`config.mk`:
```
export PLATFORM = sky130hd
export DESIGN_NAME = ice51_top
export DESIGN_NICKNAME = d
export VERILOG_FILES = /design/src/verilog/ice51_pkg.sv /design/src/verilog/exec_if.sv /design/src/verilog/ice51_top.sv /design/src/verilog/uart_tx.sv /design/src/verilog/cpu_datapath.sv /design/src/verilog/cpu_control.sv /design/src/verilog/uart_loader.sv
export SDC_FILE = /design/constraint.sdc
export NUM_CORES = 1
export LEC_CHECK = 0
export BUFFER_PORTS_ARGS = -buffer_cell sky130_fd_sc_hd__buf_2
export CORE_MARGIN = 2
export CORE_UTILIZATION = 55
export CTS_CLUSTER_SIZE = 24
export DETAILED_ROUTE_END_ITERATION = 10
export PLACE_DENSITY = 0.74
export SYNTH_ARGS = -nofsm -noshare
export SYNTH_HDL_FRONTEND = slang
export SYNTH_HIERARCHICAL = 1
export SYNTH_SLANG_ARGS = --single-unit
```
`constraint.sdc`:
```
create_clock -name i_clk -period 3.28 [get_ports i_clk]
set_clock_uncertainty 0.05 [all_clocks]
set_input_delay 0.164 -clock i_clk [delete_from_list [all_inputs] [get_ports i_clk]]
set_output_delay 0.164 -clock i_clk [all_outputs]
set_load 0.005 [all_outputs]
```
`src/verilog/ice51_pkg.sv`:
```
package ice51_pkg;

   typedef logic [7:0] byte_t;

   //////////////////////////////////////////////////////////////////////
   // serial timing, code space

   localparam int BAUD_DIV   = 104;                    // last count of the bit timer
   localparam int BAUD_W     = $clog2(BAUD_DIV + 1);
   localparam int CODE_AW    = 9;
   localparam int LOAD_BYTES = 512;                    // bytes before the core runs

   // external space seen through movx
   localparam logic [15:0] ADDR_TX_STAT = 16'h0200;
   localparam logic [15:0] ADDR_TX_DATA = 16'h0201;

   //////////////////////////////////////////////////////////////////////
   // opcodes

   localparam byte_t OP_MOV_AI    = 8'h74;
   localparam byte_t OP_ADD_AI    = 8'h24;
   localparam byte_t OP_ADDC_AI   = 8'h34;
   localparam byte_t OP_ANL_AI    = 8'h54;
   localparam byte_t OP_XRL_AI    = 8'h64;
   localparam byte_t OP_INC_A     = 8'h04;
   localparam byte_t OP_DEC_A     = 8'h14;
   localparam byte_t OP_CLR_A     = 8'hE4;
   localparam byte_t OP_MOV_RA    = 8'hF8;             // low 3 bits pick rn
   localparam byte_t OP_MOV_AR    = 8'hE8;
   localparam byte_t OP_DJNZ_R    = 8'hD8;
   localparam byte_t OP_SJMP      = 8'h80;
   localparam byte_t OP_JZ        = 8'h60;
   localparam byte_t OP_JNZ       = 8'h70;
   localparam byte_t OP_JC        = 8'h40;
   localparam byte_t OP_JNC       = 8'h50;
   localparam byte_t OP_MOV_DPTR  = 8'h90;             // dph first, then dpl
   localparam byte_t OP_MOVX_DA   = 8'hF0;             // movx @dptr,a
   localparam byte_t OP_MOVX_AD   = 8'hE0;             // movx a,@dptr

   // instruction sequencer
   typedef enum logic [2:0] {
      FETCH,
      DECODE0,
      DECODE1,
      DECODE2,
      EXECUTE
   } cpu_state_t;

endpackage
```
`src/verilog/exec_if.sv`:
```
`timescale 1ns/10ps

interface exec_if import ice51_pkg::*; ();

   // control to datapath
   byte_t op;                // latched opcode
   byte_t operand;           // first operand byte
   byte_t operand2;          // dpl for mov dptr
   logic  exec;              // high for the EXECUTE cycle only

   // datapath to control, levels
   logic  acc_zero;
   logic  carry;
   logic  djnz_nonzero;      // rn - 1 != 0

   modport ctrl (
      output op, operand, operand2, exec,
      input  acc_zero, carry, djnz_nonzero
   );

   modport dp (
      input  op, operand, operand2, exec,
      output acc_zero, carry, djnz_nonzero
   );

endinterface

```
`src/verilog/ice51_top.sv`:
```
`timescale 1ns/10ps

module ice51_top import ice51_pkg::*; (
   input  logic               i_clk,
   input  logic               i_nrst,
   input  logic               i_uart_rx,
   input  byte_t              i_code_data,
   output logic               o_uart_tx,
   output logic               o_code_wr,
   output logic [CODE_AW-1:0] o_code_addr,
   output byte_t              o_code_data
);

   exec_if             exec_bus ();
   logic               load_done;
   logic [CODE_AW-1:0] fetch_addr;
   logic               tx_start;
   byte_t              tx_data;
   logic               tx_busy;

   uart_loader loader0 (
      .i_clk(i_clk), .i_nrst(i_nrst), .i_uart_rx(i_uart_rx),
      .i_fetch_addr(fetch_addr), .o_code_wr(o_code_wr),
      .o_code_addr(o_code_addr), .o_code_data(o_code_data), .o_load_done(load_done)
   );

   cpu_control ctrl0 (
      .i_clk(i_clk), .i_nrst(i_nrst), .i_load_done(load_done),
      .i_code_data(i_code_data), .o_fetch_addr(fetch_addr), .exec_bus(exec_bus)
   );

   cpu_datapath dp0 (
      .i_clk(i_clk), .i_nrst(i_nrst), .i_tx_busy(tx_busy),
      .exec_bus(exec_bus), .o_tx_start(tx_start), .o_tx_data(tx_data)
   );

   uart_tx tx0 (
      .i_clk(i_clk), .i_nrst(i_nrst), .i_tx_start(tx_start),
      .i_tx_data(tx_data), .o_uart_tx(o_uart_tx), .o_tx_busy(tx_busy)
   );

endmodule

```
`src/verilog/uart_tx.sv`:
```
`timescale 1ns/10ps

module uart_tx import ice51_pkg::*; (
   input  logic  i_clk,
   input  logic  i_nrst,
   input  logic  i_tx_start,
   input  byte_t i_tx_data,
   output logic  o_uart_tx,
   output logic  o_tx_busy
);

   typedef enum logic [1:0] {TX_IDLE, TX_START, TX_SEND} tx_state_t;

   tx_state_t         state;
   logic [BAUD_W-1:0] baud_cnt;
   logic [3:0]        bit_cnt;
   logic              tick;
   logic              last;
   byte_t             shreg;

   assign tick = (baud_cnt == BAUD_W'(BAUD_DIV));
   assign last = tick & (bit_cnt == 4'd8);          // 8 data bits then one stop

   always_ff @(posedge i_clk or negedge i_nrst) begin
      if (!i_nrst) begin
         state    <= TX_IDLE;
         baud_cnt <= '0;
         bit_cnt  <= '0;
      end else begin
         baud_cnt <= (state == TX_IDLE || tick) ? '0 : baud_cnt + 1'b1;
         if (state != TX_SEND) bit_cnt <= '0;
         else if (tick) bit_cnt <= bit_cnt + 1'b1;
         case (state)
            TX_IDLE:  if (i_tx_start) state <= TX_START;   // start ignored while busy
            TX_START: if (tick) state <= TX_SEND;
            default:  if (last) state <= TX_IDLE;
         endcase
      end
   end

   // msb first with ones filling in behind the data for the stop bit
   always_ff @(posedge i_clk) begin
      if (state == TX_IDLE && i_tx_start) shreg <= i_tx_data;
      else if (state == TX_SEND && tick) shreg <= {shreg[6:0], 1'b1};
   end

   assign o_uart_tx = (state == TX_IDLE)  ? 1'b1 :
                      (state == TX_START) ? 1'b0 :
                                            shreg[7];
   assign o_tx_busy = (state != TX_IDLE);

   a_stop_high: assert property (@(posedge i_clk) disable iff (!i_nrst)
      (state == TX_SEND && bit_cnt == 4'd8) |-> o_uart_tx)
      else $error("tx line low during the stop bit");

endmodule

```
`src/verilog/cpu_datapath.sv`:
```
`timescale 1ns/10ps

module cpu_datapath import ice51_pkg::*; (
   input  logic  i_clk,
   input  logic  i_nrst,
   input  logic  i_tx_busy,
   exec_if.dp    exec_bus,
   output logic  o_tx_start,
   output byte_t o_tx_data
);

   byte_t       op;
   byte_t       acc;
   byte_t       acc_next;
   byte_t       regs [8];
   logic [2:0]  r_idx;
   byte_t       r_sel;
   byte_t       r_dec;
   logic [15:0] dptr;
   logic        carry;
   logic [8:0]  sum;
   logic        op_add;
   logic        op_addc;

   assign op      = exec_bus.op;
   assign op_add  = (op == OP_ADD_AI);
   assign op_addc = (op == OP_ADDC_AI);
   assign r_idx   = op[2:0];                      // rn field of the register forms
   assign r_sel   = regs[r_idx];
   assign r_dec   = r_sel - 8'd1;
   assign sum     = {1'b0, acc} + {1'b0, exec_bus.operand} + {8'd0, op_addc & carry};

   //////////////////////////////////////////////////////////////////////
   // accumulator source

   always_comb begin
      acc_next = acc;
      if (op == OP_MOV_AI) acc_next = exec_bus.operand;
      else if (op_add | op_addc) acc_next = sum[7:0];
      else if (op == OP_ANL_AI) acc_next = acc & exec_bus.operand;
      else if (op == OP_XRL_AI) acc_next = acc ^ exec_bus.operand;
      else if (op == OP_INC_A) acc_next = acc + 8'd1;
      else if (op == OP_DEC_A) acc_next = acc - 8'd1;
      else if (op == OP_CLR_A) acc_next = '0;
      else if (op[7:3] == OP_MOV_AR[7:3]) acc_next = r_sel;
      else if (op == OP_MOVX_AD && dptr == ADDR_TX_STAT) acc_next = {7'd0, i_tx_busy};
   end

   always_ff @(posedge i_clk or negedge i_nrst) begin
      if (!i_nrst) begin
         acc   <= '0;
         carry <= 1'b0;
         dptr  <= '0;
         regs  <= '{default: '0};
      end else if (exec_bus.exec) begin
         acc <= acc_next;
         if (op_add | op_addc) carry <= sum[8];   // carry out of bit 7
         if (op == OP_MOV_DPTR) dptr <= {exec_bus.operand, exec_bus.operand2};
         if (op[7:3] == OP_MOV_RA[7:3]) regs[r_idx] <= acc;
         else if (op[7:3] == OP_DJNZ_R[7:3]) regs[r_idx] <= r_dec;
      end
   end

   // status back to the sequencer
   assign exec_bus.acc_zero     = (acc == '0);
   assign exec_bus.carry        = carry;
   assign exec_bus.djnz_nonzero = (r_dec != '0);

   // write to the tx data address kicks off a frame
   assign o_tx_start = exec_bus.exec & (op == OP_MOVX_DA) & (dptr == ADDR_TX_DATA);
   assign o_tx_data  = acc;

endmodule

```
`src/verilog/cpu_control.sv`:
```
`timescale 1ns/10ps

module cpu_control import ice51_pkg::*; (
   input  logic               i_clk,
   input  logic               i_nrst,
   input  logic               i_load_done,
   input  byte_t              i_code_data,
   output logic [CODE_AW-1:0] o_fetch_addr,
   exec_if.ctrl               exec_bus
);

   cpu_state_t         state;
   cpu_state_t         state_next;
   logic [CODE_AW-1:0] pc;
   logic [CODE_AW-1:0] pc_next;
   byte_t              op_q;
   byte_t              op_cur;
   byte_t              operand_q;
   byte_t              operand2_q;
   logic               len2;
   logic               len3;
   logic               taken;

   // opcode is on the code bus in DECODE0 and held after that
   assign op_cur = (state == DECODE0) ? i_code_data : op_q;

   //////////////////////////////////////////////////////////////////////
   // length classes where anything unknown is one byte

   assign len3 = (op_cur == OP_MOV_DPTR);
   assign len2 = (op_cur == OP_MOV_AI) | (op_cur == OP_ADD_AI) |
                 (op_cur == OP_ADDC_AI) | (op_cur == OP_ANL_AI) |
                 (op_cur == OP_XRL_AI) | (op_cur == OP_SJMP) |
                 (op_cur == OP_JZ) | (op_cur == OP_JNZ) |
                 (op_cur == OP_JC) | (op_cur == OP_JNC) |
                 (op_cur[7:3] == OP_DJNZ_R[7:3]);

   // branch decision that only matters in EXECUTE
   assign taken = (op_q == OP_SJMP) |
                  ((op_q == OP_JZ)  &  exec_bus.acc_zero) |
                  ((op_q == OP_JNZ) & ~exec_bus.acc_zero) |
                  ((op_q == OP_JC)  &  exec_bus.carry) |
                  ((op_q == OP_JNC) & ~exec_bus.carry) |
                  ((op_q[7:3] == OP_DJNZ_R[7:3]) & exec_bus.djnz_nonzero);

   always_comb begin
      state_next = state;
      pc_next    = pc;
      case (state)
         FETCH: begin
            if (i_load_done) begin
               state_next = DECODE0;
               pc_next    = pc + 1'b1;
            end
         end
         DECODE0: begin
            state_next = (len2 | len3) ? DECODE1 : EXECUTE;
            if (len2 | len3) pc_next = pc + 1'b1;
         end
         DECODE1: begin
            state_next = len3 ? DECODE2 : EXECUTE;
            if (len3) pc_next = pc + 1'b1;
         end
         DECODE2: state_next = EXECUTE;
         EXECUTE: begin
            state_next = FETCH;
            if (taken) pc_next = pc + CODE_AW'($signed(operand_q));  // pc is next instr
         end
         default: state_next = FETCH;
      endcase
   end

   always_ff @(posedge i_clk or negedge i_nrst) begin
      if (!i_nrst) begin
         state <= FETCH;
         pc    <= '0;
         op_q  <= '0;
      end else begin
         state <= state_next;
         pc    <= pc_next;
         if (state == DECODE0) op_q <= i_code_data;
      end
   end

   always_ff @(posedge i_clk) begin
      if (state == DECODE1) operand_q <= i_code_data;
      if (state == DECODE2) operand2_q <= i_code_data;
   end

   assign o_fetch_addr      = pc;
   assign exec_bus.op       = op_q;
   assign exec_bus.operand  = operand_q;
   assign exec_bus.operand2 = operand2_q;
   assign exec_bus.exec     = (state == EXECUTE);

   a_hold_until_load: assert property (@(posedge i_clk) disable iff (!i_nrst)
      !i_load_done |-> (state == FETCH && pc == '0))
      else $error("core ran before the program was loaded");

endmodule

```
`src/verilog/uart_loader.sv`:
```
`timescale 1ns/10ps

module uart_loader import ice51_pkg::*; (
   input  logic               i_clk,
   input  logic               i_nrst,
   input  logic               i_uart_rx,
   input  logic [CODE_AW-1:0] i_fetch_addr,
   output logic               o_code_wr,
   output logic [CODE_AW-1:0] o_code_addr,
   output byte_t              o_code_data,
   output logic               o_load_done
);

   typedef enum logic [1:0] {RX_IDLE, RX_START, RX_BITS, RX_WAIT} rx_state_t;

   logic [1:0]         rx_sync;
   logic               rx_bit;
   rx_state_t          state;
   logic [BAUD_W-1:0]  bit_cnt;
   logic               half_tick;
   logic               full_tick;
   logic               rx_done;
   byte_t              rx_shift;
   logic [CODE_AW-1:0] byte_cnt;
   logic               load_done;

   assign rx_bit    = rx_sync[1];
   assign half_tick = (bit_cnt == BAUD_W'(BAUD_DIV >> 1));
   assign full_tick = (bit_cnt == BAUD_W'(BAUD_DIV));
   assign rx_done   = (state == RX_WAIT) & full_tick;     // middle of stop bit

   always_ff @(posedge i_clk or negedge i_nrst) begin
      if (!i_nrst) rx_sync <= 2'b11;                      // idle line is high
      else rx_sync <= {rx_sync[0], i_uart_rx};
   end

   //////////////////////////////////////////////////////////////////////
   // receive fsm

   always_ff @(posedge i_clk or negedge i_nrst) begin
      if (!i_nrst) begin
         state   <= RX_IDLE;
         bit_cnt <= '0;
      end else begin
         bit_cnt <= bit_cnt + 1'b1;
         case (state)
            RX_IDLE: begin
               bit_cnt <= '0;
               if (!rx_bit) state <= RX_START;
            end
            RX_START: begin
               if (half_tick) begin
                  bit_cnt <= '0;
                  state   <= rx_bit ? RX_IDLE : RX_BITS;  // high again means a glitch
               end
            end
            RX_BITS: begin
               if (full_tick) begin
                  bit_cnt <= '0;
                  if (rx_shift[0]) state <= RX_WAIT;      // marker shifts out now
               end
            end
            default: begin
               if (full_tick) begin
                  bit_cnt <= '0;
                  state   <= RX_IDLE;
               end
            end
         endcase
      end
   end

   // lsb first with a marker bit that tells when the byte is complete
   always_ff @(posedge i_clk) begin
      if (state == RX_IDLE && !rx_bit) rx_shift <= 8'h80;
      else if (state == RX_BITS && full_tick) rx_shift <= {rx_bit, rx_shift[7:1]};
   end

   always_ff @(posedge i_clk or negedge i_nrst) begin
      if (!i_nrst) begin
         byte_cnt  <= '0;
         load_done <= 1'b0;
      end else if (o_code_wr) begin
         byte_cnt <= byte_cnt + 1'b1;                     // wraps on the last byte
         if (byte_cnt == CODE_AW'(LOAD_BYTES - 1)) load_done <= 1'b1;
      end
   end

   assign o_code_wr   = rx_done & ~load_done;
   assign o_code_data = rx_shift;
   assign o_code_addr = load_done ? i_fetch_addr : byte_cnt;  // core owns the bus after load
   assign o_load_done = load_done;

   a_wr_pulse: assert property (@(posedge i_clk) disable iff (!i_nrst)
      o_code_wr |=> !o_code_wr)
      else $error("code write held longer than one cycle");

endmodule

```
# After elaboration in Yosys (flattened, before gate mapping)
# Cells that the tools add are included.
totals:
  register_bits: 175
  n_memories: 0
  ram_bits: 0
  input_bits: 11
  latchBits: 0
  rom_bits: 0
classes:
  div_mod_pow: 0
  n_bitwise: 34
  magnitude_cmp: 2
  eq_ne: 58
  n_reduce_logical: 29
  n_addsub: 11
  n_mul: 0
  n_mux: 50
  n_shift: 0
op_table:
  columns: ["operator", "count"]
  rows:
  - ["bitwise mux 64 bit", 2]
  - ["two-way mux 64 bit", 2]
  - ["two-way mux 8 bit", 15]
  - ["== test 8 x 7 -> 1 bit, second input constant", 14]
  - ["== test 8 bit, second input constant", 7]
  - ["two-way mux 9 bit", 5]
  - ["one-hot mux 9 bit (4 select lines)", 1]
  - ["== test 16 x 10 -> 1 bit, second input constant", 2]
  - ["== test 8 x 6 -> 1 bit, second input constant", 4]
  - ["binary-select mux 8 bit (select 3 bit)", 1]
  - ["demux 8 bit (select 3 bit)", 1]
  - ["two-way mux 7 bit", 3]
  - ["== test 5 bit, second input constant", 4]
  - ["adder 9 x 1 -> 9 bit, second input constant", 2]
  - ["two-way mux 2 bit", 9]
  - ["bitwise OR 1 bit", 17]
  - ["subtractor 8 x 1 -> 8 bit, second input constant", 2]
  - ["adder 7 x 1 -> 7 bit, second input constant", 2]
  - ["== test 7 bit, second input constant", 2]
  - ["one-hot mux 7 bit (2 select lines)", 1]
  - ["!= test 2 x 1 -> 1 bit, second input constant", 6]
  - ["one-hot mux 3 bit (4 select lines)", 1]
  - ["AND 1 bit", 11]
  - ["!= test 2 bit, second input constant", 5]
  - ["40 further kinds", 65]

# Logic depth before layout (Yosys ltp)
# Gate-level depths: netlist of the first run.
logic_depth:
  word_depth: 16
  mapped_depth: 15

# Hierarchy
# The synthesis of the first run kept the hierarchy.
modules_own_cells:
  columns: ["mod", "cells_each", "instances", "seq_area_each_um2", "area_per_inst_um2"]
  rows:
  - ["cpu_datapath", 536, 1, 2227.1, 5390.2]
  - ["cpu_control", 174, 1, 980.9, 1998.2]
  - ["uart_loader", 136, 1, 688.2, 1438.9]
  - ["uart_tx", 93, 1, 565.5, 1036.0]

# Least setup slack after synthesis of the first run
# OpenSTA, ideal clock, no wires.
synth_timing:
  kind: "register to register"
  start: "reg ctrl0.op_q[0], in the netlist ctrl0/exec_bus.op[0]"
  end: "reg dp0.acc[6], in the netlist dp0/o_tx_data[6]"
  t_required_ps: 3089
  setup_time_ps: 141
  stages_incl_launch_ff: 15
  setup_slack_ps: -322
  arrival_ps: 3410
  path_buffers: 2
  path_cell_list: "dfrtp_1 -> or4b_1 -> buf_2 -> nor4b_4 -> clkbuf_1 -> and3_1 -> fa_1 -> fa_1 -> a21o_1 -> a21oi_1 -> o21ai_0 -> xnor2_1 -> a211oi_1 -> a211oi_1 -> a31oi_1"
synth_via:
  elab_chain_len: 12
  elab_cells_between_ends: 27
  classes_between: "1 x add/sub; 9 x eq/ne; 11 x mux; 3 x bitwise; 3 x reduce/logical"
synth_lines:
  columns: ["item", "line", "rtl"]
  rows:
  - ["from (decl)", "cpu_control.sv:16", "byte_t op_q;"]
  - ["from (signal assigned)", "cpu_control.sv:81", "if (state == DECODE0) op_q <= i_code_data;"]
  - ["inverter 3 -> 4 bit (implied by the code)", "cpu_datapath.sv:29", "assign r_sel = regs[r_idx];"]
  - ["binary-select mux 8 bit (select 3 bit)", "cpu_datapath.sv:29", null]
  - ["two-way mux 8 bit (implied by the code) (2 in a row)", "cpu_datapath.sv:29", null]
  - ["two-way mux 8 bit", "cpu_datapath.sv:45", "else if (op[7:3] == OP_MOV_AR[7:3]) acc_next = r_sel;"]
  - ["two-way mux 8 bit", "cpu_datapath.sv:44", "else if (op == OP_CLR_A) acc_next = '0;"]
  - ["two-way mux 8 bit", "cpu_datapath.sv:43", "else if (op == OP_DEC_A) acc_next = acc - 8'd1;"]
  - ["two-way mux 8 bit", "cpu_datapath.sv:42", "else if (op == OP_INC_A) acc_next = acc + 8'd1;"]
  - ["two-way mux 8 bit", "cpu_datapath.sv:41", "else if (op == OP_XRL_AI) acc_next = acc ^ exec_bus.operand;"]
  - ["two-way mux 8 bit", "cpu_datapath.sv:40", "else if (op == OP_ANL_AI) acc_next = acc & exec_bus.operand;"]
  - ["two-way mux 8 bit", "cpu_datapath.sv:39", "else if (op_add | op_addc) acc_next = sum[7:0];"]
  - ["two-way mux 8 bit", "cpu_datapath.sv:38", "if (op == OP_MOV_AI) acc_next = exec_bus.operand;"]
  - ["to (signal assigned)", "cpu_datapath.sv:56", "acc <= acc_next;"]
  - ["to (decl)", "cpu_datapath.sv:13", "byte_t acc;"]
# Parallel ways exist; a longest one is shown, timed or not. The select of a mux whose other input is x is not followed.
# A chain may end at the register's enable or synchronous reset.

# Final worst setup path of the first run
layout_timing:
  start: "reg ctrl0.op_q[0], in the netlist ctrl0/exec_bus.op[0]"
  end: "reg ctrl0.pc[5], in the netlist ctrl0/o_fetch_addr[5]"
layout_via:
  elab_cells_between_ends: 48
  classes_between: "1 x add/sub; 19 x eq/ne; 4 x mux; 22 x bitwise; 2 x reduce/logical"
layout_rtl:
  columns: ["item", "line", "rtl"]
  rows:
  - ["inverter 3 -> 4 bit (implied by the code)", "cpu_datapath.sv:29", null]
  - ["binary-select mux 8 bit (select 3 bit)", "cpu_datapath.sv:29", null]
  - ["two-way mux 8 bit (implied by the code) (2 in a row)", "cpu_datapath.sv:29", null]
  - ["subtractor 8 x 1 -> 8 bit", "cpu_datapath.sv:30", "assign r_dec = r_sel - 8'd1;"]
  - ["nonzero test 8 bit", "cpu_datapath.sv:67", "assign exec_bus.djnz_nonzero = (r_dec != '0);"]
  - ["via exec_bus.djnz_nonzero", "exec_if.sv:14", "logic djnz_nonzero;"]
  - ["AND 1 bit", "cpu_control.sv:44", "((op_q[7:3] == OP_DJNZ_R[7:3]) & exec_bus.djnz_nonzero);"]
  - ["bitwise OR 1 bit", "cpu_control.sv:43", "((op_q == OP_JNC) & ~exec_bus.carry) |"]
  - ["!= test 2 bit (no line)", null, null]
  - ["AND reduction 5 bit (no line)", null, null]
  - ["to (signal assigned)", "cpu_control.sv:80", "pc <= pc_next;"]
  - ["to (decl)", "cpu_control.sv:14", "logic [CODE_AW-1:0] pc;"]
# The timed path passes the listed nets, and every way through them passes these cells. The select of a mux whose other input is x is not followed.

==> impl_metrics.py, run 1 <==
metrics = {
    "global_route": {
        "grt_max_degree": 98,
        "grt_pass1_wl_mm": 37.50,
        "antenna_found_initial": 0,
        "grt_pass1_vias": 7322,
        "grt_usage_pct": 25.72,
        "grt_overflow_total": 0,
    },
    "run_status": {
        "status": "finished, violations left",
        "violations": "setup timing",
    },
    "final_layout": {
        "antenna_cells": 0,
        "nets": 1082,
        "area_delta_synth_final_pct": 17.47,
        "fin_util_pct": 66.52,
        "layout_commonest_cell": "dfrtp_1",
        "drive_gt1_share_pct": 26.24,
        "final_cell_mix": "dfrtp_1, nand2_1, buf_4, nor2_1, mux2_2",
    },
    "pwr": {
        "p_leak_nw": 5.257,
        "power_density_nw_per_um2": 377.2,
        "irDropWorstVdd_v": 0.0003483,
    },
    "synth": {
        "synthFlopType": "dfrtp_1",
        "synthesis.nets": 982,
        "yosysSeqAreaShare_pct": 45.24,
        "syn_area_per_cell_um2": 10.50,
        "ys_top_cells_by_area": "dfrtp_1, edfxtp_1, mux2_2, nand2_1, ha_1",
        "ys_ff_latch": 175,
        "synth_area_um2": 9863,
        "synth_top_cell_area_share_pct": 35.77,
        "ys_warn_count": 6,
        "synth-async-reset-ratio_pct": 81.71,
        "yosys.area.top_type": "dfrtp_1",
        "synth-edff-count": 24,
        "ys_types": 95,
        "syn_inst": 939,
    },
    "worst_setup_path": {
        "crit_slowest_cell": "mux4_2",
        "path_cells": "mux4_2 > a221oi_4 > or3b_4 > buf_6 > xor2_1 > o31ai_2 > nand4b_1 > nand2_2 > a31oi_4 > o21ai_4 > mux2_4",
        "cp_max_fo": 8,
        "cp-end-kind": "register",
        "slowest_delay_ns": 0.55,
        "crit_required_ns": 3.54,
        "crit_path_start": "ctrl0/exec_bus.op[0]$_DFF_PN0_",
        "startpoint_type": "register",
        "reg2reg_from": "ctrl0/exec_bus.op[0]$_DFF_PN0_",
        "cp_data_arrival_time_ns": 3.59,
        "crit_type": "reg -> reg",
    },
    "cts": {
        "cts-root-buf": "clkbuf_16",
        "clk_pin_slew_ns": 0.07,
        "clkSinkCount": 175,
        "cts_buffer_depth": 2,
        "cts_tree": "built",
        "clk_latency_ns": 0.43,
        "cts.htree.levels": 4,
        "numCtsBuffers": 17,
    },
    "job": {
        "drv_cap": 0,
    },
    "timing": {
        "whs_ns": 0.3087,
        "finalSetupViolations": 8,
        "rsz0062_at_grt": "yes",
        "finalCritPeriodShare_pct": 101.4,
        "tightest_slew_ns": 1.175,
        "maxSlewViolCount": 0,
        "setup_ws_ns": -0.04494,
        "fmax_ghz": 0.3008,
        "slew_headroom_pct": 21.00,
        "hold_viol_final": 0,
        "min_period_ns": 3.325,
    },
    "drt": {
        "ant_nets": 0,
        "via_count": 7652,
        "dr.pass1.iters": 6,
        "drt_iter0_drc": 616,
        "drc": 0,
        "vias_per_cell": 5.992,
        "wl_mm": 23.18,
        "avgRoutedWirePerCell_um": 18.15,
    },
    "min_path": {
        "hold_start": "loader0/rx_sync[0]$_DFF_PN1_",
        "hold_class": "reg -> reg",
    },
    "die": {
        "core-area_um2": 17420,
        "die_x_um": 137.9,
        "die_h_um": 137.9,
        "row_count": 48,
        "ios": 30,
        "start_util_pct": 56.63,
        "dieArea_um2": 19020,
    },
    "place": {
        "io_buffers": 29,
        "routabilityCongestion": 0.9410,
        "place_hpwl_mm": 16.13,
    },
}
-- path summary, 6_finish.rpt --
kind                       slack [ns]                                end  cells after the start
max                             -0.04  ctrl0/o_fetch_addr[5]$_DFFE_PN0P_                     11
min                              0.31       loader0/rx_sync[1]$_DFF_PN1_                      0
max reg2reg                     -0.04  ctrl0/o_fetch_addr[5]$_DFFE_PN0P_                     11
min reg2reg                      0.31       loader0/rx_sync[1]$_DFF_PN1_                      0
max in group asynchronous        2.12       dp0/o_tx_data[2]$_DFFE_PN0P_                      3
min in group asynchronous        0.32  ctrl0/o_fetch_addr[0]$_DFFE_PN0P_                      2
-- critical path: cells and delay by family (launching register included) --
| kind | cells | cell delay [ns] |
|---|---|---|
| xor gates and xnor gates | 1 | 0.14 |
| and+or+nand+nor | 3 | 0.78 |
| AOI/OAI and AO/OA | 4 | 0.77 |
| muxes | 2 | 0.89 |
| DFF | 1 | 0.42 |
| buffers and inverters | 1 | 0.14 |
-- state kept, by name, summed over array words and instances (netlist names), 7 cells and up --
name                     flops
ctrl0/exec_bus.op            8
ctrl0/exec_bus.operand       8
ctrl0/exec_bus.operand2      8
ctrl0/o_fetch_addr           9
dp0/dptr                    16
dp0/o_tx_data                8
dp0/regs                    64
loader0/bit_cnt              7
loader0/byte_cnt             9
loader0/o_code_data          8
tx0/baud_cnt                 7
tx0/shreg                    8
-- kinds of logic (layout without fill, tap and decap cells) --
family | Yosys count | after routing | synth area share [%]
xor gates and xnor gates | 39 | 39 | 3.463
muxes | 101 | 101 | 12.83
adders and majority gates | 32 | 32 | 4.288
AOI/OAI and AO/OA | 198 | 198 | 13.70
and+or+nand+nor | 323 | 323 | 17.20
buffers and inverters | 71 | 184 | 3.286
DFF | 175 | 175 | 45.24
-- synthesized netlist by cell type (5+ instances only) --
cell	instances
a21oi_1	48
nand3b_1	8
dfrtp_1	141
buf_2	9
a31oi_1	9
mux2_4	8
nor2_1	67
nor2b_1	5
nor4_1	11
nor3_1	24
nor3b_1	8
mux2i_1	17
nand4_1	6
ha_1	29
and3_1	7
edfxtp_1	24
and2_1	11
dfxtp_1	8
buf_1	5
or3_1	8
o22ai_1	11
xor2_1	17
inv_1	25
mux2_1	14
o21ai_1	9
o21ai_0	49
a211oi_1	7
nand2b_1	5
mux4_2	8
a2bb2oi_1	8
o31ai_1	5
nand3_1	32
clkbuf_1	21
xnor2_1	22
nand2_1	99
mux2_2	51
-- through the flow --
step / TNS (ns) / cells / total power [W] / area, um2 / setup slack [ns]
after floorplan: -0.1783 / 939 / 0.002272 / 9879 / -0.1783
after detailed placement: -0.7678 / 1221 / 0.002341 / 10660 / -0.1768
after global routing: -0.6477 / 1277 / 0.004511 / 11590 / -0.08422
final: -0.2724 / 1277 / 0.004371 / 11590 / -0.04494
after global placement: -0.01402 / 1221 / 0.002341 / 10660 / -0.003716
after CTS: -0.7001 / 1266 / 0.004415 / 11400 / -0.09774
-- what timing repair did --
action / 4_1_cts / 5_1_grt
setup buffers: 3 / 11
gates resized for setup: 8 / 27
hold buffers: 10 / 0
endpoints found under the hold margin: 115 / 0
pin swaps: 6 / 17
setup endpoints to repair: 9 / 11
cloned: 0 / 0
-- power breakdown --
part	total [W]	internal (W)	leakage, nW	switching (W)
logic	0.000107	0.0000296	2.76	0.0000777
clock network	0.00206	0.00116	0.297	0.000901
registers	0.00220	0.00220	2.20	0.00000172
total	0.00437	0.00339	5.26	0.000981
-- routing by layer --
layer / wire length (um) / global-route usage [%] / up-vias
met1: 10600 / 35.74 / 3740
met3: 1323 / 5.519 / 56
li1: - / - / 3634
met4: 688 / 9.580 / 0
met2: 10570 / 39.85 / 222
met5: 0 / 0 / -
-- area by class of cell --
| cell class | instances | area, um2 |
|---|---|---|
| Sequential cell | 175 | 4464 |
| Inverter | 27 | 101.3 |
| Multi-Input combinational cell | 693 | 5190 |
| Timing Repair Buffer | 125 | 957.2 |
| Fill cell | 1299 | 5831 |
| Clock buffer | 19 | 442.9 |
| Clock inverter | 13 | 148.9 |
| Tap cell | 225 | 281.5 |
(Power assumes the default switching activity.)
==> run 2, diff against run 1 <==
--- a/config.mk
+++ b/config.mk
@@ -11,6 +11,7 @@
 export CTS_CLUSTER_SIZE = 24
 export DETAILED_ROUTE_END_ITERATION = 10
 export PLACE_DENSITY = 0.74
+export SKIP_CTS_REPAIR_TIMING = 1
 export SYNTH_ARGS = -nofsm -noshare
 export SYNTH_HDL_FRONTEND = slang
 export SYNTH_HIERARCHICAL = 1
==> run 2 against run 1 <==
The run ends with hold timing, setup timing left; clock power is essentially flat; flip-flop and latch count is the same; routed wire length shrank 0.52%; non-clock buffer count shrank 5; global-route usage shrank 0.27 points; largest power group unchanged.
==> impl_metrics.py, run 2 (synthesis gave the netlist of run 1 again) <==
metrics = {
    "final_layout": {
        "top_register": "dp0/regs",
        "drive_gt1_share_pct": 25.69,
        "nets": 1077,
        "nFillCells": 1309,
        "layout_commonest_cell": "dfrtp_1",
        "reg_top3": "dp0/regs (64), dp0/dptr (16)",
        "final_cell_mix": "dfrtp_1, nand2_1, buf_4, nor2_1, mux2_2",
        "stdcell_area_um2": 11520,
        "area_delta_synth_final_pct": 16.77,
        "largest_reg_flops": 64,
        "antenna_cells": 0,
    },
    "timing": {
        "finalCritPeriodShare_pct": 104.1,
        "setup_ws_ns": -0.1333,
        "maxSlewViolCount": 0,
        "whs_ns": -0.003316,
        "finalSetupViolations": 8,
        "fmax_ghz": 0.2930,
        "tightest_slew_ns": 1.202,
        "tns_ns": -0.9722,
        "hold_viol_final": 2,
        "slew_headroom_pct": 19.15,
        "rsz0062_at_grt": "yes",
        "min_period_ns": 3.413,
    },
    "place": {
        "postPlaceCellArea_um2": 10660,
        "routabilityCongestion": 0.9410,
        "io_buffers": 29,
        "place_hpwl_mm": 16.13,
    },
    "cts": {
        "clk_latency_ns": 0.44,
        "cts_tree": "built",
        "numCtsBuffers": 17,
        "clkSinkCount": 175,
        "clk_pin_slew_ns": 0.06,
        "cts_buffer_depth": 2,
        "cts.htree.levels": 4,
        "cts-root-buf": "clkbuf_16",
    },
    "drt": {
        "via_count": 7636,
        "vias_per_cell": 6.003,
        "dr.pass1.iters": 5,
        "drt_iter0_drc": 674,
        "wl_mm": 23.06,
        "avgRoutedWirePerCell_um": 18.13,
        "ant_nets": 0,
        "drc": 0,
    },
    "run_status": {
        "violations": "hold timing, setup timing",
        "status": "finished, violations left",
    },
    "global_route": {
        "grt_max_degree": 98,
        "antenna_found_initial": 0,
        "grt_usage_pct": 25.45,
        "grt_overflow_total": 0,
        "grt_pass1_vias": 7212,
        "grt_pass1_wl_mm": 37.13,
    },
    "worst_setup_path": {
        "crit_slowest_cell": "mux4_2",
        "worst-path-buf-inv": 1,
        "rr_endpoint": "ctrl0/o_fetch_addr[5]$_DFFE_PN0P_",
        "cp_data_arrival_time_ns": 3.68,
        "reg2reg_depth": 11,
        "cp-end-kind": "register",
        "crit_path_start": "ctrl0/exec_bus.op[0]$_DFF_PN0_",
        "crit_cells": 11,
        "crit_required_ns": 3.55,
        "endpoint": "ctrl0/o_fetch_addr[5]$_DFFE_PN0P_",
        "startpoint_type": "register",
        "cp_max_fo": 8,
        "crit_type": "reg -> reg",
        "slowest_delay_ns": 0.55,
        "reg2reg_from": "ctrl0/exec_bus.op[0]$_DFF_PN0_",
        "regToRegSetupSlack_ns": -0.13,
        "path_cells": "mux4_2 > a221oi_4 > or3b_4 > buf_6 > xor2_2 > o31ai_2 > nand4b_1 > nand2_2 > a31oi_4 > o21ai_4 > mux2_4",
        "critical-path-top-delay-family": "multiplexers",
    },
    "pwr": {
        "power_density_nw_per_um2": 379.6,
        "p_leak_nw": 5.227,
        "irDropWorstVdd_v": 0.0003491,
    },
    "min_path": {
        "hold_class": "in -> reg",
    },
    "job": {
        "drv_cap": 0,
    },
    "die": {
        "core-area_um2": 17420,
        "dieArea_um2": 19020,
        "row_count": 48,
        "start_util_pct": 56.63,
        "die_x_um": 137.9,
        "die_h_um": 137.9,
        "ios": 30,
    },
}
run 2: layer usage:
layer / vias to the layer above / part of all wire, % / global-route usage [%]
met5: - / 0 / 0
met4: 0 / 2.5 / 9.524
met3: 42 / 5.2 / 5.154
met2: 204 / 46 / 39.30
met1: 3752 / 46 / 35.66
li1: 3638 / - / -
run 2: worst min path at each step:
stage	start	to	slack [ns]	depth (start not counted)
final	i_code_data[4]	ctrl0/exec_bus.op[4]$_DFF_PN0_	-0.003	3
after global routing	i_code_data[4]	ctrl0/exec_bus.operand[4]$_DFFE_PP_	0.0003	1
after CTS	i_uart_rx	loader0/rx_sync[0]$_DFF_PN1_	-0.25	1
after detailed placement	i_uart_rx	loader0/rx_sync[0]$_DFF_PN1_	0.22	1
after global placement	i_uart_rx	loader0/rx_sync[0]$_DFF_PN1_	0.22	1
after floorplan	i_nrst	ctrl0/exec_bus.op[0]$_DFF_PN0_	-0.18	0
run 2: layout make-up:
cell class	count	area [um2]	area share, %
clock buffer	19	442.9	3.846
clock inverter	13	148.9	1.293
inverter	27	101.3	0.8800
multi-input combinational	693	5167	44.87
sequential	175	4464	38.76
tap	225	281.5	2.444
timing repair buffer	120	910.9	7.909
run 2: power by group:
group | switching [W] | internal (W)
clock network | 0.000905 | 0.00116
registers | 0.00000172 | 0.00220
logic | 0.0000777 | 0.0000280
run 2: per-stage QoR:
stage	worst slack [ns]	cells	util [%]	power [W]
6_report	-0.1333	1272	66.13	0.004372
3_3_place_gp	-0.003716	1221	61.21	0.002341
3_5_place_dp	-0.1768	1221	61.21	0.002341
5_1_grt	-0.1860	1272	66.13	0.004511
4_1_cts	-0.2115	1253	64.61	0.004405
2_1_floorplan	-0.1783	939	-	0.002272
run 2: worst min-delay path: stages:
cell	delay [ns]
buf_2	0.16
nand2_1	0.07
nand2_1	0.04
==> run 3, diff against run 2 <==
--- a/config.mk
+++ b/config.mk
@@ -7,10 +7,10 @@
 export LEC_CHECK = 0
 export BUFFER_PORTS_ARGS = -buffer_cell sky130_fd_sc_hd__buf_2
 export CORE_MARGIN = 2
-export CORE_UTILIZATION = 55
+export CORE_UTILIZATION = 49
 export CTS_CLUSTER_SIZE = 24
 export DETAILED_ROUTE_END_ITERATION = 10
-export PLACE_DENSITY = 0.74
+export PLACE_DENSITY = 0.67
 export SKIP_CTS_REPAIR_TIMING = 1
 export SYNTH_ARGS = -nofsm -noshare
 export SYNTH_HDL_FRONTEND = slang
==> run 3 against run 2 <==
The run now ends clean; maximum frequency is 4.3% higher; combinational power increased by 5%; via count down 1.2%.
==> impl_metrics.py, run 3 (synthesis gave the netlist of run 1 again) <==
metrics = {
    "timing": {
        "tightest_slew_ns": 1.126,
        "maxSlewViolCount": 0,
        "min_period_ns": 3.273,
        "finalSetupViolations": 0,
        "setup_ws_ns": 0.006795,
        "hold_viol_final": 0,
        "finalCritPeriodShare_pct": 99.79,
        "fmax_ghz": 0.3055,
        "slew_headroom_pct": 24.29,
        "rsz0062_at_grt": "yes",
    },
    "die": {
        "start_util_pct": 50.35,
        "row_count": 51,
        "ios": 30,
        "dieArea_um2": 21280,
        "die_x_um": 145.9,
        "die_h_um": 145.9,
        "core-area_um2": 19590,
    },
    "worst_setup_path": {
        "crit_type": "reg -> reg",
        "cp-end-kind": "register",
        "cp_data_arrival_time_ns": 3.54,
        "cp_common_cell": "buf_4",
        "cp_max_fo": 8,
        "path_cells": "buf_4 > buf_4 > a21oi_2 > a211oi_1 > buf_4 > a221oi_4 > or3b_4 > o21a_1 > or2_4 > nand4b_1 > nand2_2 > a31oi_4 > o21ai_4 > mux2_4",
        "slowest_delay_ns": 0.47,
        "crit_required_ns": 3.55,
        "crit_slowest_cell": "dfrtp_2",
        "critical-path-top-delay-family": "compound AO/OA/AOI/OAI gates",
        "startpoint_type": "register",
        "worst-path-buf-inv": 3,
    },
    "final_layout": {
        "top_register": "dp0/regs",
        "stdcell_area_um2": 11630,
        "drive_gt1_share_pct": 25.93,
        "multi_input_area_um2": 5159,
        "layout_commonest_cell": "dfrtp_1",
        "nets": 1083,
        "reg_top3": "dp0/regs (64), dp0/dptr (16)",
        "antenna_cells": 0,
        "seq_area_um2": 4464,
        "layout.cells.non_filler": 1318,
        "nFillCells": 1653,
        "final_cell_mix": "dfrtp_1, nand2_1, buf_4, nor2_1, mux2_2",
        "largest_reg_flops": 64,
        "area_delta_synth_final_pct": 17.90,
    },
    "drt": {
        "drt_iter0_drc": 616,
        "vias_per_cell": 5.726,
        "drc": 0,
        "via_count": 7547,
        "wl_mm": 23.75,
        "avgRoutedWirePerCell_um": 18.02,
        "wl_met2_mm": 11.14,
        "met3_length_um": 934,
        "dr.pass1.iters": 5,
        "met1Wirelength_mm": 11.27,
        "highest_layer": "met4",
        "ant_nets": 0,
    },
    "global_route": {
        "grt_usage_pct": 22.41,
        "grt_pass1_wl_mm": 38.27,
        "grt_max_degree": 79,
        "grt_overflow_total": 0,
        "antenna_found_initial": 0,
        "grt_pass1_vias": 7183,
    },
    "cts": {
        "cts_tree": "built",
        "cts.htree.levels": 4,
        "numCtsBuffers": 17,
        "clk_latency_ns": 0.43,
        "cts-root-buf": "clkbuf_16",
        "clkSinkCount": 175,
        "cts_buffer_depth": 2,
        "clk_pin_slew_ns": 0.07,
    },
    "pwr": {
        "power_density_nw_per_um2": 374.8,
        "comb_power_share_pct": 2.6,
        "p_sw_share_pct": 23.82,
        "p_leak_nw": 5.249,
        "p_clk_share_pct": 47.0,
        "irDropWorstVdd_v": 0.0003403,
        "share_seq_of_total_power_pct": 50.5,
        "p_int_w": 0.003320,
        "switching_power_w": 0.001038,
    },
    "place": {
        "postPlaceCellArea_um2": 10690,
        "routabilityCongestion": 0.9130,
        "io_buffers": 29,
        "place_hpwl_mm": 16.38,
        "post-place-cells": 1261,
        "post-place-ws_ns": -0.07470,
    },
    "job": {
        "drv_cap": 0,
    },
    "run_status": {
        "status": "finished, final reports clean",
    },
    "min_path": {
        "hold_class": "in -> async",
    },
}
==> run 3: routing by layer <==
metal / global-route usage [%] / vias up
li1: - / 3645
met1: 32.89 / 3694
met2: 34.01 / 177
met3: 3.950 / 31
met4: 6.814 / 0
met5: 0 / -
==> run 3: cell type report <==
class	count	area share, %
clock buffer	18	3.691
sequential	175	38.39
multi-input combinational	693	44.36
timing repair buffer	126	8.317
inverter	27	0.8715
clock inverter	14	1.517
tap	265	2.851
==> run 3: final timing paths <==
check,slack (ns),from,to,cells after the start
setup reg to reg,0.007,ctrl0/exec_bus.op[1]$_DFF_PN0_,ctrl0/o_fetch_addr[0]$_DFFE_PN0P_,14
hold reg to reg,0.32,loader0/rx_sync[0]$_DFF_PN1_,loader0/rx_sync[1]$_DFF_PN1_,0
setup / recovery,0.007,ctrl0/exec_bus.op[1]$_DFF_PN0_,ctrl0/o_fetch_addr[0]$_DFFE_PN0P_,14
hold / removal,0.30,i_nrst,loader0/bit_cnt[4]$_DFF_PN0_,2
min in group i_clk,0.32,loader0/rx_sync[0]$_DFF_PN1_,loader0/rx_sync[1]$_DFF_PN1_,0
max in group asynchronous,1.98,i_nrst,dp0/regs[19]$_DFFE_PN0P_,3
==> run 3: power groups by stage <==
stage | clock network [W] | logic, W | registers (W)
after CTS | 0.00209 | 0.000103 | 0.00220
after detailed placement | 0 | 0.000102 | 0.00224
after floorplan | 0 | 0.0000279 | 0.00224
after global routing | 0.00217 | 0.000124 | 0.00220
after global placement | 0 | 0.000102 | 0.00224
final | 0.00205 | 0.000111 | 0.00220
==> run 3: worst reg2reg max path, delay by kind of cell (launching register included) <==
kind | cells | cell delay, ns
flops | 1 | 0.47
compound gates | 6 | 0.95
simple gates | 4 | 0.93
buf+inv | 3 | 0.44
mux | 1 | 0.34
==> run 3: metrics by stage <==
step	utilization, %	hold WS, ns	power (W)	TNS, ns
2_1_floorplan	-	-0.1816	0.002272	-0.1783
3_3_place_gp	54.55	0.2237	0.002345	-0.1664
3_5_place_dp	54.55	0.2283	0.002345	-0.5980
4_1_cts	57.64	-0.2453	0.004389	-0.6616
5_1_grt	59.36	0.3146	0.004498	-1.055
6_report	59.36	0.2980	0.004358	0
